### src/design/fpadd_pkg.sv
// Single-precision FP adder package
// Format widths, working types, effective-operation,
// sequencer state and stage-token enums
package fpadd_pkg;

  // ================================================
  // Format constants
  // ================================================
  localparam int W       = 32;
  localparam int EW      = 8;
  localparam int SW      = 23;
  // Hidden bit, fraction, two guard bits
  localparam int SWR     = 26;
  localparam int EWR     = 5;
  localparam int EXP_MAX = 255;
  // Start edge to ready edge
  localparam int LATENCY = 9;

  // ================================================
  // Working types
  // ================================================
  typedef logic [W-1:0]         word_t;
  typedef logic [W-2:0]         mag_t;
  typedef logic [EW-1:0]        exp_t;
  typedef logic signed [EW:0]   exp_ext_t;
  typedef logic [SWR-1:0]       sgf_t;
  typedef logic [EWR-1:0]       shamt_t;

  // Effective operation after sign folding
  typedef enum logic {OP_ADD = 1'b0, OP_SUB = 1'b1} op_e;

  typedef enum logic {SEQ_IDLE = 1'b0, SEQ_RUN = 1'b1} seq_state_e;

  // Token bit positions, INIT enters first
  typedef enum logic [2:0] {
    ST_INIT = 3'd0,
    ST_EXP  = 3'd1,
    ST_SHT1 = 3'd2,
    ST_SHT2 = 3'd3,
    ST_SGF  = 3'd4,
    ST_NRM  = 3'd5,
    ST_NRM2 = 3'd6
  } stage_e;

endpackage
### src/design/fpadd_top.sv
// FP adder/subtractor top
// Sequencer, align, shared shifter, significand
// adder and formatter wired together
module fpadd_top import fpadd_pkg::*; (
  input  logic   clk_i,
  input  logic   rst_i,
  input  logic   start_i,
  input  word_t  x_i,
  input  word_t  y_i,
  input  logic   add_sub_i,
  output word_t  result_o,
  output logic   overflow_o,
  output logic   underflow_o,
  output logic   zero_o,
  output logic   busy_o,
  output logic   ready_o
);

  logic [ST_NRM2:0]  tokens;
  logic              load_in;
  mag_t              dmp;
  sgf_t              small_sgf;
  shamt_t            align_shamt;
  op_e               eff_op;
  logic              res_sign, res_zero;
  sgf_t              shift_data;
  sgf_t              raw_sum;
  logic              sum_carry;
  shamt_t            lzd_count;
  exp_t              dmp_exp;

  fpadd_sequencer u_seq (
    .clk_i     (clk_i),
    .rst_i     (rst_i),
    .start_i   (start_i),
    .tokens_o  (tokens),
    .load_in_o (load_in),
    .busy_o    (busy_o)
  );

  fpadd_align u_align (
    .clk_i      (clk_i),
    .rst_i      (rst_i),
    .load_in_i  (load_in),
    .tok_init_i (tokens[ST_INIT]),
    .tok_exp_i  (tokens[ST_EXP]),
    .x_i        (x_i),
    .y_i        (y_i),
    .add_sub_i  (add_sub_i),
    .dmp_o      (dmp),
    .dmp_sgf_o  (small_sgf),
    .shamt_o    (align_shamt),
    .op_o       (eff_op),
    .sign_o     (res_sign),
    .zero_o     (res_zero)
  );

  // One shifter, align pass then normalize pass
  fpadd_shifter u_shift (
    .clk_i         (clk_i),
    .rst_i         (rst_i),
    .tok_sht1_i    (tokens[ST_SHT1]),
    .tok_nrm_i     (tokens[ST_NRM]),
    .align_data_i  (small_sgf),
    .align_shamt_i (align_shamt),
    .norm_data_i   (raw_sum),
    .lzd_count_i   (lzd_count),
    .carry_i       (sum_carry),
    .data_o        (shift_data)
  );

  fpadd_sgf_norm u_sgf (
    .clk_i       (clk_i),
    .rst_i       (rst_i),
    .tok_sgf_i   (tokens[ST_SGF]),
    .dmp_i       (dmp),
    .dmp_sgf_i   (shift_data),
    .op_i        (eff_op),
    .raw_o       (raw_sum),
    .carry_o     (sum_carry),
    .lzd_count_o (lzd_count),
    .exp_o       (dmp_exp)
  );

  fpadd_format u_fmt (
    .clk_i       (clk_i),
    .rst_i       (rst_i),
    .tok_nrm_i   (tokens[ST_NRM]),
    .tok_nrm2_i  (tokens[ST_NRM2]),
    .exp_i       (dmp_exp),
    .lzd_count_i (lzd_count),
    .carry_i     (sum_carry),
    .sign_i      (res_sign),
    .zero_i      (res_zero),
    .sgf_i       (shift_data),
    .result_o    (result_o),
    .overflow_o  (overflow_o),
    .underflow_o (underflow_o),
    .zero_o      (zero_o),
    .ready_o     (ready_o)
  );

endmodule

### src/design/fpadd_format.sv
// Result formatting
// Exponent adjust, overflow/underflow detect,
// IEEE packing, output and ready registers
module fpadd_format import fpadd_pkg::*; (
  input  logic    clk_i,
  input  logic    rst_i,
  input  logic    tok_nrm_i,
  input  logic    tok_nrm2_i,
  input  exp_t    exp_i,
  input  shamt_t  lzd_count_i,
  input  logic    carry_i,
  input  logic    sign_i,
  input  logic    zero_i,
  input  sgf_t    sgf_i,
  output word_t   result_o,
  output logic    overflow_o,
  output logic    underflow_o,
  output logic    zero_o,
  output logic    ready_o
);

  exp_t      exp_q;
  shamt_t    cnt_q;
  logic      carry_q, sign_q, zero_q;
  exp_ext_t  exp_adj;
  logic      ovf_c, unf_c;
  word_t     packed_c;

  always_ff @(posedge clk_i) begin
    if (tok_nrm_i) begin
      exp_q <= exp_i;
      cnt_q <= lzd_count_i;
    end
  end

  always_ff @(posedge clk_i) begin
    if (rst_i) begin
      carry_q <= 1'b0;
      sign_q  <= 1'b0;
      zero_q  <= 1'b0;
    end else if (tok_nrm_i) begin
      carry_q <= carry_i;
      sign_q  <= sign_i;
      zero_q  <= zero_i;
    end
  end

  // Carry bumps by one, else drop by leading zeros
  always_comb begin
    if (carry_q) begin
      exp_adj = exp_ext_t'({1'b0, exp_q}) + exp_ext_t'(1);
    end else begin
      exp_adj = exp_ext_t'({1'b0, exp_q}) - exp_ext_t'({{(EW-EWR+1){1'b0}}, cnt_q});
    end
  end

  assign ovf_c = exp_adj >= exp_ext_t'(EXP_MAX);
  assign unf_c = (exp_adj <= exp_ext_t'(0)) || zero_q;

  always_comb begin
    if (ovf_c) begin
      packed_c = {sign_q, {EW{1'b1}}, {SW{1'b0}}};
    end else if (unf_c) begin
      // Exact cancellation is always +0
      packed_c = {sign_q && !zero_q, {(W-1){1'b0}}};
    end else begin
      packed_c = {sign_q, exp_adj[EW-1:0], sgf_i[SWR-2:2]};
    end
  end

  // ================================================
  // Output registers
  // ================================================
  always_ff @(posedge clk_i) begin
    if (rst_i) begin
      result_o    <= '0;
      overflow_o  <= 1'b0;
      underflow_o <= 1'b0;
      zero_o      <= 1'b0;
      ready_o     <= 1'b0;
    end else begin
      ready_o <= tok_nrm2_i;
      if (tok_nrm2_i) begin
        result_o    <= packed_c;
        overflow_o  <= ovf_c;
        underflow_o <= unf_c;
        zero_o      <= zero_q;
      end
    end
  end

endmodule

### src/design/fpadd_sgf_norm.sv
// Significand add/subtract stage
// Larger significand rebuild, add or subtract,
// carry detect, exponent hold, leading-zero count
module fpadd_sgf_norm import fpadd_pkg::*; (
  input  logic    clk_i,
  input  logic    rst_i,
  input  logic    tok_sgf_i,
  input  mag_t    dmp_i,
  input  sgf_t    dmp_sgf_i,
  input  op_e     op_i,
  output sgf_t    raw_o,
  output logic    carry_o,
  output shamt_t  lzd_count_o,
  output exp_t    exp_o
);

  sgf_t            big_sgf;
  logic [SWR:0]    sum_c;
  sgf_t            raw_q;
  logic            carry_q;
  exp_t            exp_q;
  shamt_t          lzd_c;

  // Hidden bit and guard bits around stored fraction
  assign big_sgf = {1'b1, dmp_i[SW-1:0], 2'b00};

  // Larger minus smaller never borrows
  always_comb begin
    if (op_i == OP_ADD) begin
      sum_c = {1'b0, big_sgf} + {1'b0, dmp_sgf_i};
    end else begin
      sum_c = {1'b0, big_sgf} - {1'b0, dmp_sgf_i};
    end
  end

  // ================================================
  // SGF stage registers
  // ================================================
  always_ff @(posedge clk_i) begin
    if (tok_sgf_i) begin
      raw_q <= sum_c[SWR-1:0];
      exp_q <= dmp_i[W-2:SW];
    end
  end

  always_ff @(posedge clk_i) begin
    if (rst_i) begin
      carry_q <= 1'b0;
    end else if (tok_sgf_i) begin
      // Carry out only counts for a true add
      carry_q <= sum_c[SWR] && (op_i == OP_ADD);
    end
  end

  // Leading zeros, highest set bit wins
  // All-zero sum gives SWR
  always_comb begin
    lzd_c = shamt_t'(SWR);
    for (int i = 0; i < SWR; i++) begin
      if (raw_q[i]) lzd_c = shamt_t'(SWR - 1 - i);
    end
  end

  assign raw_o       = raw_q;
  assign carry_o     = carry_q;
  assign lzd_count_o = lzd_c;
  assign exp_o       = exp_q;

endmodule

### src/design/fpadd_shifter.sv
// Shared two-half barrel shifter
// Pass select for align and normalize, bit reversal
// for left shifts, levels 0-1 before and 2-4 after mid register
module fpadd_shifter import fpadd_pkg::*; (
  input  logic    clk_i,
  input  logic    rst_i,
  input  logic    tok_sht1_i,
  input  logic    tok_nrm_i,
  input  sgf_t    align_data_i,
  input  shamt_t  align_shamt_i,
  input  sgf_t    norm_data_i,
  input  shamt_t  lzd_count_i,
  input  logic    carry_i,
  output sgf_t    data_o
);

  sgf_t              data_sel, half1, half2;
  shamt_t            shamt_sel;
  logic              left_sel, bit_sel;
  sgf_t              mid_data_q;
  logic [EWR-1:2]    mid_shamt_q;
  logic              mid_left_q, mid_bit_q;

  function automatic sgf_t bit_rev(input sgf_t d);
    sgf_t r;
    for (int i = 0; i < SWR; i++) begin
      r[i] = d[SWR-1-i];
    end
    return r;
  endfunction

  // Right shift by n, fill from the top with b
  function automatic sgf_t shr_fill(input sgf_t d, input int n, input logic b);
    sgf_t fill;
    fill = ~(sgf_t'('1) >> n);
    return (d >> n) | (b ? fill : '0);
  endfunction

  // ================================================
  // Pass select and first half
  // ================================================
  always_comb begin
    data_sel  = tok_nrm_i ? norm_data_i : align_data_i;
    // Carry: one right with the carry as new hidden bit
    shamt_sel = tok_nrm_i ? (carry_i ? shamt_t'(1) : lzd_count_i) : align_shamt_i;
    left_sel  = tok_nrm_i && !carry_i;
    bit_sel   = tok_nrm_i && carry_i;
    half1     = left_sel ? bit_rev(data_sel) : data_sel;
    for (int k = 0; k < 2; k++) begin
      if (shamt_sel[k]) half1 = shr_fill(half1, 1 << k, bit_sel);
    end
  end

  always_ff @(posedge clk_i) begin
    if (tok_sht1_i || tok_nrm_i) mid_data_q <= half1;
  end

  always_ff @(posedge clk_i) begin
    if (rst_i) begin
      mid_shamt_q <= '0;
      mid_left_q  <= 1'b0;
      mid_bit_q   <= 1'b0;
    end else if (tok_sht1_i || tok_nrm_i) begin
      mid_shamt_q <= shamt_sel[EWR-1:2];
      mid_left_q  <= left_sel;
      mid_bit_q   <= bit_sel;
    end
  end

  // Upper three levels, undo reversal
  always_comb begin
    half2 = mid_data_q;
    for (int k = 2; k < EWR; k++) begin
      if (mid_shamt_q[k]) half2 = shr_fill(half2, 1 << k, mid_bit_q);
    end
  end

  assign data_o = mid_left_q ? bit_rev(half2) : half2;

endmodule

### src/design/fpadd_align.sv
// Operand alignment front end
// Input capture, magnitude compare and swap,
// effective operation, result sign, zero detect,
// saturated exponent difference
module fpadd_align import fpadd_pkg::*; (
  input  logic    clk_i,
  input  logic    rst_i,
  input  logic    load_in_i,
  input  logic    tok_init_i,
  input  logic    tok_exp_i,
  input  word_t   x_i,
  input  word_t   y_i,
  input  logic    add_sub_i,
  output mag_t    dmp_o,
  output sgf_t    dmp_sgf_o,
  output shamt_t  shamt_o,
  output op_e     op_o,
  output logic    sign_o,
  output logic    zero_o
);

  word_t   x_q, y_q;
  logic    as_q;
  logic    gt_xy, eq_xy;
  logic    eff_sub;
  mag_t    dmp_q, dmin_q;
  exp_t    exp_diff;
  shamt_t  shamt_q;
  op_e     op_q;
  logic    sign_q, zero_q;

  // Operand capture on the accepting edge
  always_ff @(posedge clk_i) begin
    if (load_in_i) begin
      x_q  <= x_i;
      y_q  <= y_i;
      as_q <= add_sub_i;
    end
  end

  // Magnitude compare, sign bits excluded
  assign gt_xy   = x_q[W-2:0] > y_q[W-2:0];
  assign eq_xy   = x_q[W-2:0] == y_q[W-2:0];
  // Unlike signs flip the requested operation
  assign eff_sub = x_q[W-1] ^ y_q[W-1] ^ as_q;

  // ================================================
  // INIT stage: swap and flags
  // ================================================
  always_ff @(posedge clk_i) begin
    if (tok_init_i) begin
      dmp_q  <= gt_xy ? x_q[W-2:0] : y_q[W-2:0];
      dmin_q <= gt_xy ? y_q[W-2:0] : x_q[W-2:0];
    end
  end

  always_ff @(posedge clk_i) begin
    if (rst_i) begin
      op_q   <= OP_ADD;
      sign_q <= 1'b0;
      zero_q <= 1'b0;
    end else if (tok_init_i) begin
      op_q   <= eff_sub ? OP_SUB : OP_ADD;
      // y contributes its sign flipped by a subtract
      sign_q <= gt_xy ? x_q[W-1] : (y_q[W-1] ^ as_q);
      zero_q <= eff_sub && eq_xy;
    end
  end

  // ================================================
  // EXP stage: shift amount
  // ================================================
  assign exp_diff = dmp_q[W-2:SW] - dmin_q[W-2:SW];

  always_ff @(posedge clk_i) begin
    if (tok_exp_i) begin
      // Gaps past 31 flush the small operand entirely
      shamt_q <= (exp_diff > exp_t'(31)) ? '1 : exp_diff[EWR-1:0];
    end
  end

  assign dmp_o     = dmp_q;
  assign dmp_sgf_o = {1'b1, dmin_q[SW-1:0], 2'b00};
  assign shamt_o   = shamt_q;
  assign op_o      = op_q;
  assign sign_o    = sign_q;
  assign zero_o    = zero_q;

endmodule

### src/design/fpadd_sequencer.sv
// Stage sequencer for the FP adder
// Idle/run FSM, input load strobe, launch delay
// and the one-hot stage-token shift register
module fpadd_sequencer import fpadd_pkg::*; (
  input  logic              clk_i,
  input  logic              rst_i,
  input  logic              start_i,
  output logic [ST_NRM2:0]  tokens_o,
  output logic              load_in_o,
  output logic              busy_o
);

  seq_state_e             state_q;
  logic [1:0]             launch_q;
  logic [ST_NRM2:0]       tokens_q;

  // Accept start only when idle
  assign load_in_o = start_i && (state_q == SEQ_IDLE);
  assign busy_o    = (state_q == SEQ_RUN);
  assign tokens_o  = tokens_q;

  always_ff @(posedge clk_i) begin
    if (rst_i) begin
      state_q <= SEQ_IDLE;
    end else begin
      case (state_q)
        SEQ_IDLE: if (load_in_o) state_q <= SEQ_RUN;
        // Back to idle as the last token drops out
        SEQ_RUN:  if (tokens_q[ST_NRM2]) state_q <= SEQ_IDLE;
        default:  state_q <= SEQ_IDLE;
      endcase
    end
  end

  // Two-edge launch delay, then one token walks the chain
  always_ff @(posedge clk_i) begin
    if (rst_i) begin
      launch_q <= '0;
      tokens_q <= '0;
    end else begin
      launch_q <= {launch_q[0], load_in_o};
      tokens_q <= {tokens_q[ST_NRM:ST_INIT], launch_q[1]};
    end
  end

endmodule

### config.mk
export PLATFORM = sky130hd
export DESIGN_NAME = fpadd_top
export DESIGN_NICKNAME = d
export VERILOG_FILES = /design/src/design/fpadd_pkg.sv /design/src/design/fpadd_top.sv /design/src/design/fpadd_format.sv /design/src/design/fpadd_sgf_norm.sv /design/src/design/fpadd_shifter.sv /design/src/design/fpadd_align.sv /design/src/design/fpadd_sequencer.sv
export SDC_FILE = /design/constraint.sdc
export NUM_CORES = 1
export LEC_CHECK = 0
export BUFFER_PORTS_ARGS = -buffer_cell sky130_fd_sc_hd__buf_4
export CAP_MARGIN = 20
export CORE_MARGIN = 2
export CORE_UTILIZATION = 55
export CTS_CLUSTER_SIZE = 24
export DETAILED_ROUTE_END_ITERATION = 10
export GPL_ROUTABILITY_DRIVEN = 0
export PLACE_DENSITY = 0.74
export SLEW_MARGIN = 30
export SYNTH_ARGS = -nofsm -noshare
export SYNTH_HDL_FRONTEND = slang
export SYNTH_SLANG_ARGS = --single-unit
### constraint.sdc
create_clock -name clk_i -period 4.4 [get_ports clk_i]
set_input_delay 0.66 -clock clk_i [delete_from_list [all_inputs] [get_ports clk_i]]
set_output_delay 0.66 -clock clk_i [all_outputs]
set_load 0.1 [all_outputs]
==> flow_summary.yaml <==
logic_synthesis:
  synth_nets: 1636
  synth-async-reset-ratio_pct: 0
  synthFlopType: "edfxtp_1"
  synth_top_area_cell: "edfxtp_1"
  synth_cell_type_count: 83
  synth_area_per_cell_um2: 10.5
  synth_top_area_share_pct: 39.9
  syn-cell-area_mm2: 0.0154
  yosysSeqAreaShare_pct: 47.5
  netlist_top_cells_area: "edfxtp_1 (40%), ha_1 (7.8%), dfxtp_1 (7.5%)"
  synth-edff-count: 205
  ys_ff_latch: 263
  synthCells: 1469
  yosysWarnings: 0
setup_path:
  cp-end-kind: "flop"
  cpMaxStageDelayCell: "a222oi_1"
  cp_max_fo: 36
  cpMostUsedCell: "mux2i_1"
  crit_type: "reg -> reg"
  start_kind: "flop"
  critPathRequiredTime_ps: 4700
  critical-path-top-delay-family: "compound AO/OA/AOI/OAI gates"
  slowest_delay_ps: 420
  cp.arrival_ps: 4490
  worstPathCellList: "buf_12 > mux2_2 > o211ai_1 > o21a_1 > mux2i_1 > ha_1 > inv_1 > fa_1 > o21bai_1 > a21oi_1 > o21ai_1 > a31o_2 > a31oi_1 > a21oi_2 > a222oi_1 > a221oi_1 > xnor2_1 > mux2i_1"
  crit_buf_inv: 2
cts:
  clk_pin_slew_ps: 60
  cts_tree: "done"
  holdBufCountCts: 0
  cts_buffer_depth: 3
  cts-buffers-inserted: 28
  cts_sinks: 263
  cts_root_buf: "clkbuf_16"
  insertion_delay_ps: 560
  cts.htree.levels: 1
  postCtsSetupBuffers: 0
layout:
  areaGrowthSynthToFinish_pct: 14.8
  antenna_cells: 0
  nets: 1744
  multi_input_area_mm2: 0.00736
  design_area_mm2: 0.0177
  layout-drive-gt1-share_pct: 18.9
  stdcell_count: 1977
  fill_cells: 2197
  seqCellArea_mm2: 0.00732
detailed_routing:
  wl_um: 36000
  firstDrtPassIters: 6
  wl_per_cell_um: 18.2
  via_per_inst: 5.77
  postRouteAntennaNets: 0
  drt_iter0_drc: 1020
  route.vias.total: 11400
  drc: 0
placement:
  hpwl_um: 27000
  place_area_mm2: 0.0168
  dp.cells: 1925
  io_buffer_count: 104
power_and_ir_drop:
  p_leak_nw: 6.87
  p_switching_mw: 1.28
  ir_drop_uv: 346
  power_frac_clock_pct: 42.1
  p_int_mw: 4.37
  switching_share_pct: 22.7
  pwr-share-comb_pct: 8.5
  seqPwrFrac_pct: 49.4
  power.density_mw_per_mm2: 319
timing:
  slew_headroom_pct: 39.7
  setup_tns_ps: 0
  setup_viol: 0
  drv_slew: 0
  clock_skew_ps: 21.5
  fin_crit_sh_pct: 95.1
  rsz0062_at_grt: "false"
  tightestPinTransition_ps: 904
  period_minus_slack_ps: 4180
  hold_viol: 0
  fmax_mhz: 239
grt:
  track_usage_pct: 24.7
  grt_pass1_vias: 10800
  grt_antenna_before_repair: 0
  grt_overflow_total: 0
  grt_max_degree: 96
  grt_pass1_wl_um: 56900
floorplan:
  start_util_pct: 55.7
  die_w_um: 171
  row_count: 61
  coreArea_mm2: 0.0277
  fp.dieH_um: 171
  ios: 105
  die_area_mm2: 0.0294
job:
  maxCapViolations: 0
outcome:
  status: "complete, no violations"
hold_path:
  holdCritPathClass: "in -> reg"
area by class of cell:
cell class	instances	share of cell area, %
well taps	378	2.67
flip-flops and latches	263	41.4
repair buffers	151	6.69
clock inverters	23	1.36
multi-input cells	1021	41.6
clock buffers	29	3.98
inverters	112	2.37
layer usage:
metal	vias to the layer above	GRT usage, %	routed length [um]	share of wire (%)
met5	-	0	0	0
met4	0	7.77	1130	3.1
met3	80	3.59	2950	8.2
met2	497	37.6	15500	43
met1	5301	36.3	16400	45
li1	5532	-	-	-
per-stage QoR:
step,setup slack [ps],hold slack (ps),power (mW),util (%)
6_report,218,268,5.66,63.9
5_1_grt,5.86,249,5.85,63.9
4_1_cts,129,251,5.69,63.9
3_5_place_dp,147,405,3.32,60.5
3_3_place_gp,262,405,3.31,60.5
2_1_floorplan,387,400,3.16,-
final timing paths:
check | startpoint | to | slack, ps | cells past startpoint
setup / recovery | u_shift.mid_shamt_q[2]$_SDFFE_PP0P_ | u_sgf.raw_o[24]$_DFFE_PP_ | 220 | 18
hold / removal | y_i[2] | u_align.y_q[2]$_DFFE_PP_ | 270 | 1
setup reg to reg | u_shift.mid_shamt_q[2]$_SDFFE_PP0P_ | u_sgf.raw_o[24]$_DFFE_PP_ | 220 | 18
hold reg to reg | u_sgf.exp_o[2]$_DFFE_PP_ | u_fmt.exp_q[2]$_DFFE_PP_ | 420 | 0
power by group through the flow:
stage               registers (mW)  clock network [mW]  logic, mW
floorplan                     2.84                   0      0.318
global placement              2.84                   0      0.464
detailed placement            2.84                   0      0.473
CTS                           2.79                2.42      0.480
global route                  2.80                2.52      0.536
finish                        2.79                2.38      0.483
registers in the layout, indices dropped and copies added (netlist names), 2 cells and up:
name	count
u_align.dmin_q	31
u_align.dmp_o	31
u_align.shamt_o	5
u_align.x_q	32
u_align.y_q	32
u_fmt.cnt_q	5
u_fmt.exp_q	8
u_fmt.result_o	32
u_seq.launch_q	2
u_seq.tokens_o	7
u_sgf.exp_o	8
u_sgf.raw_o	26
u_shift.mid_data_q	26
u_shift.mid_shamt_q	3
cell usage in the layout (no fill, tap or decap), types with 54 or more instances in the layout:
master	count
mux2i_1	81
dfxtp_1	54
o21ai_0	95
mux2_2	70
inv_1	109
a21oi_1	118
ha_1	96
buf_4	147
nor2_1	115
nand2_1	102
edfxtp_1	205
cell usage after synthesis, types with 6 or more instances:
master and count:
a21o_1 19, nor2_1 116, nor4_1 9, o211ai_1 13
xnor2_1 32, nand2b_1 23, mux2i_1 81, xor2_1 8
o31ai_1 12, nand2_1 102, a21oi_1 119, o21a_1 11
a31oi_1 9, and2_1 6, ha_1 96, o21ai_1 14
nand4_1 12, nor3_1 24, o21bai_1 15, buf_2 10
mux2_2 70, inv_1 110, nor2b_1 43, a211oi_1 8
dfxtp_1 58, buf_1 8, clkbuf_1 47, edfxtp_1 205
o21ai_0 95
cell families after synthesis:
group	share of synthesized area, %
AOI/OAI and AO/OA	14.7
xor gates and xnor gates	2.45
adders and majority gates	8.18
buffers and inverters	4.92
DFF	47.5
muxes	11.2
and+or+nand+nor	11.1
timing repair:
item | 4_1_cts | 5_1_grt
endpoints found under the hold margin | 0 | 0
setup endpoints to repair | 0 | 6
resized for setup | 0 | 4
No activity file was read; power rests on OpenSTA's default activity.
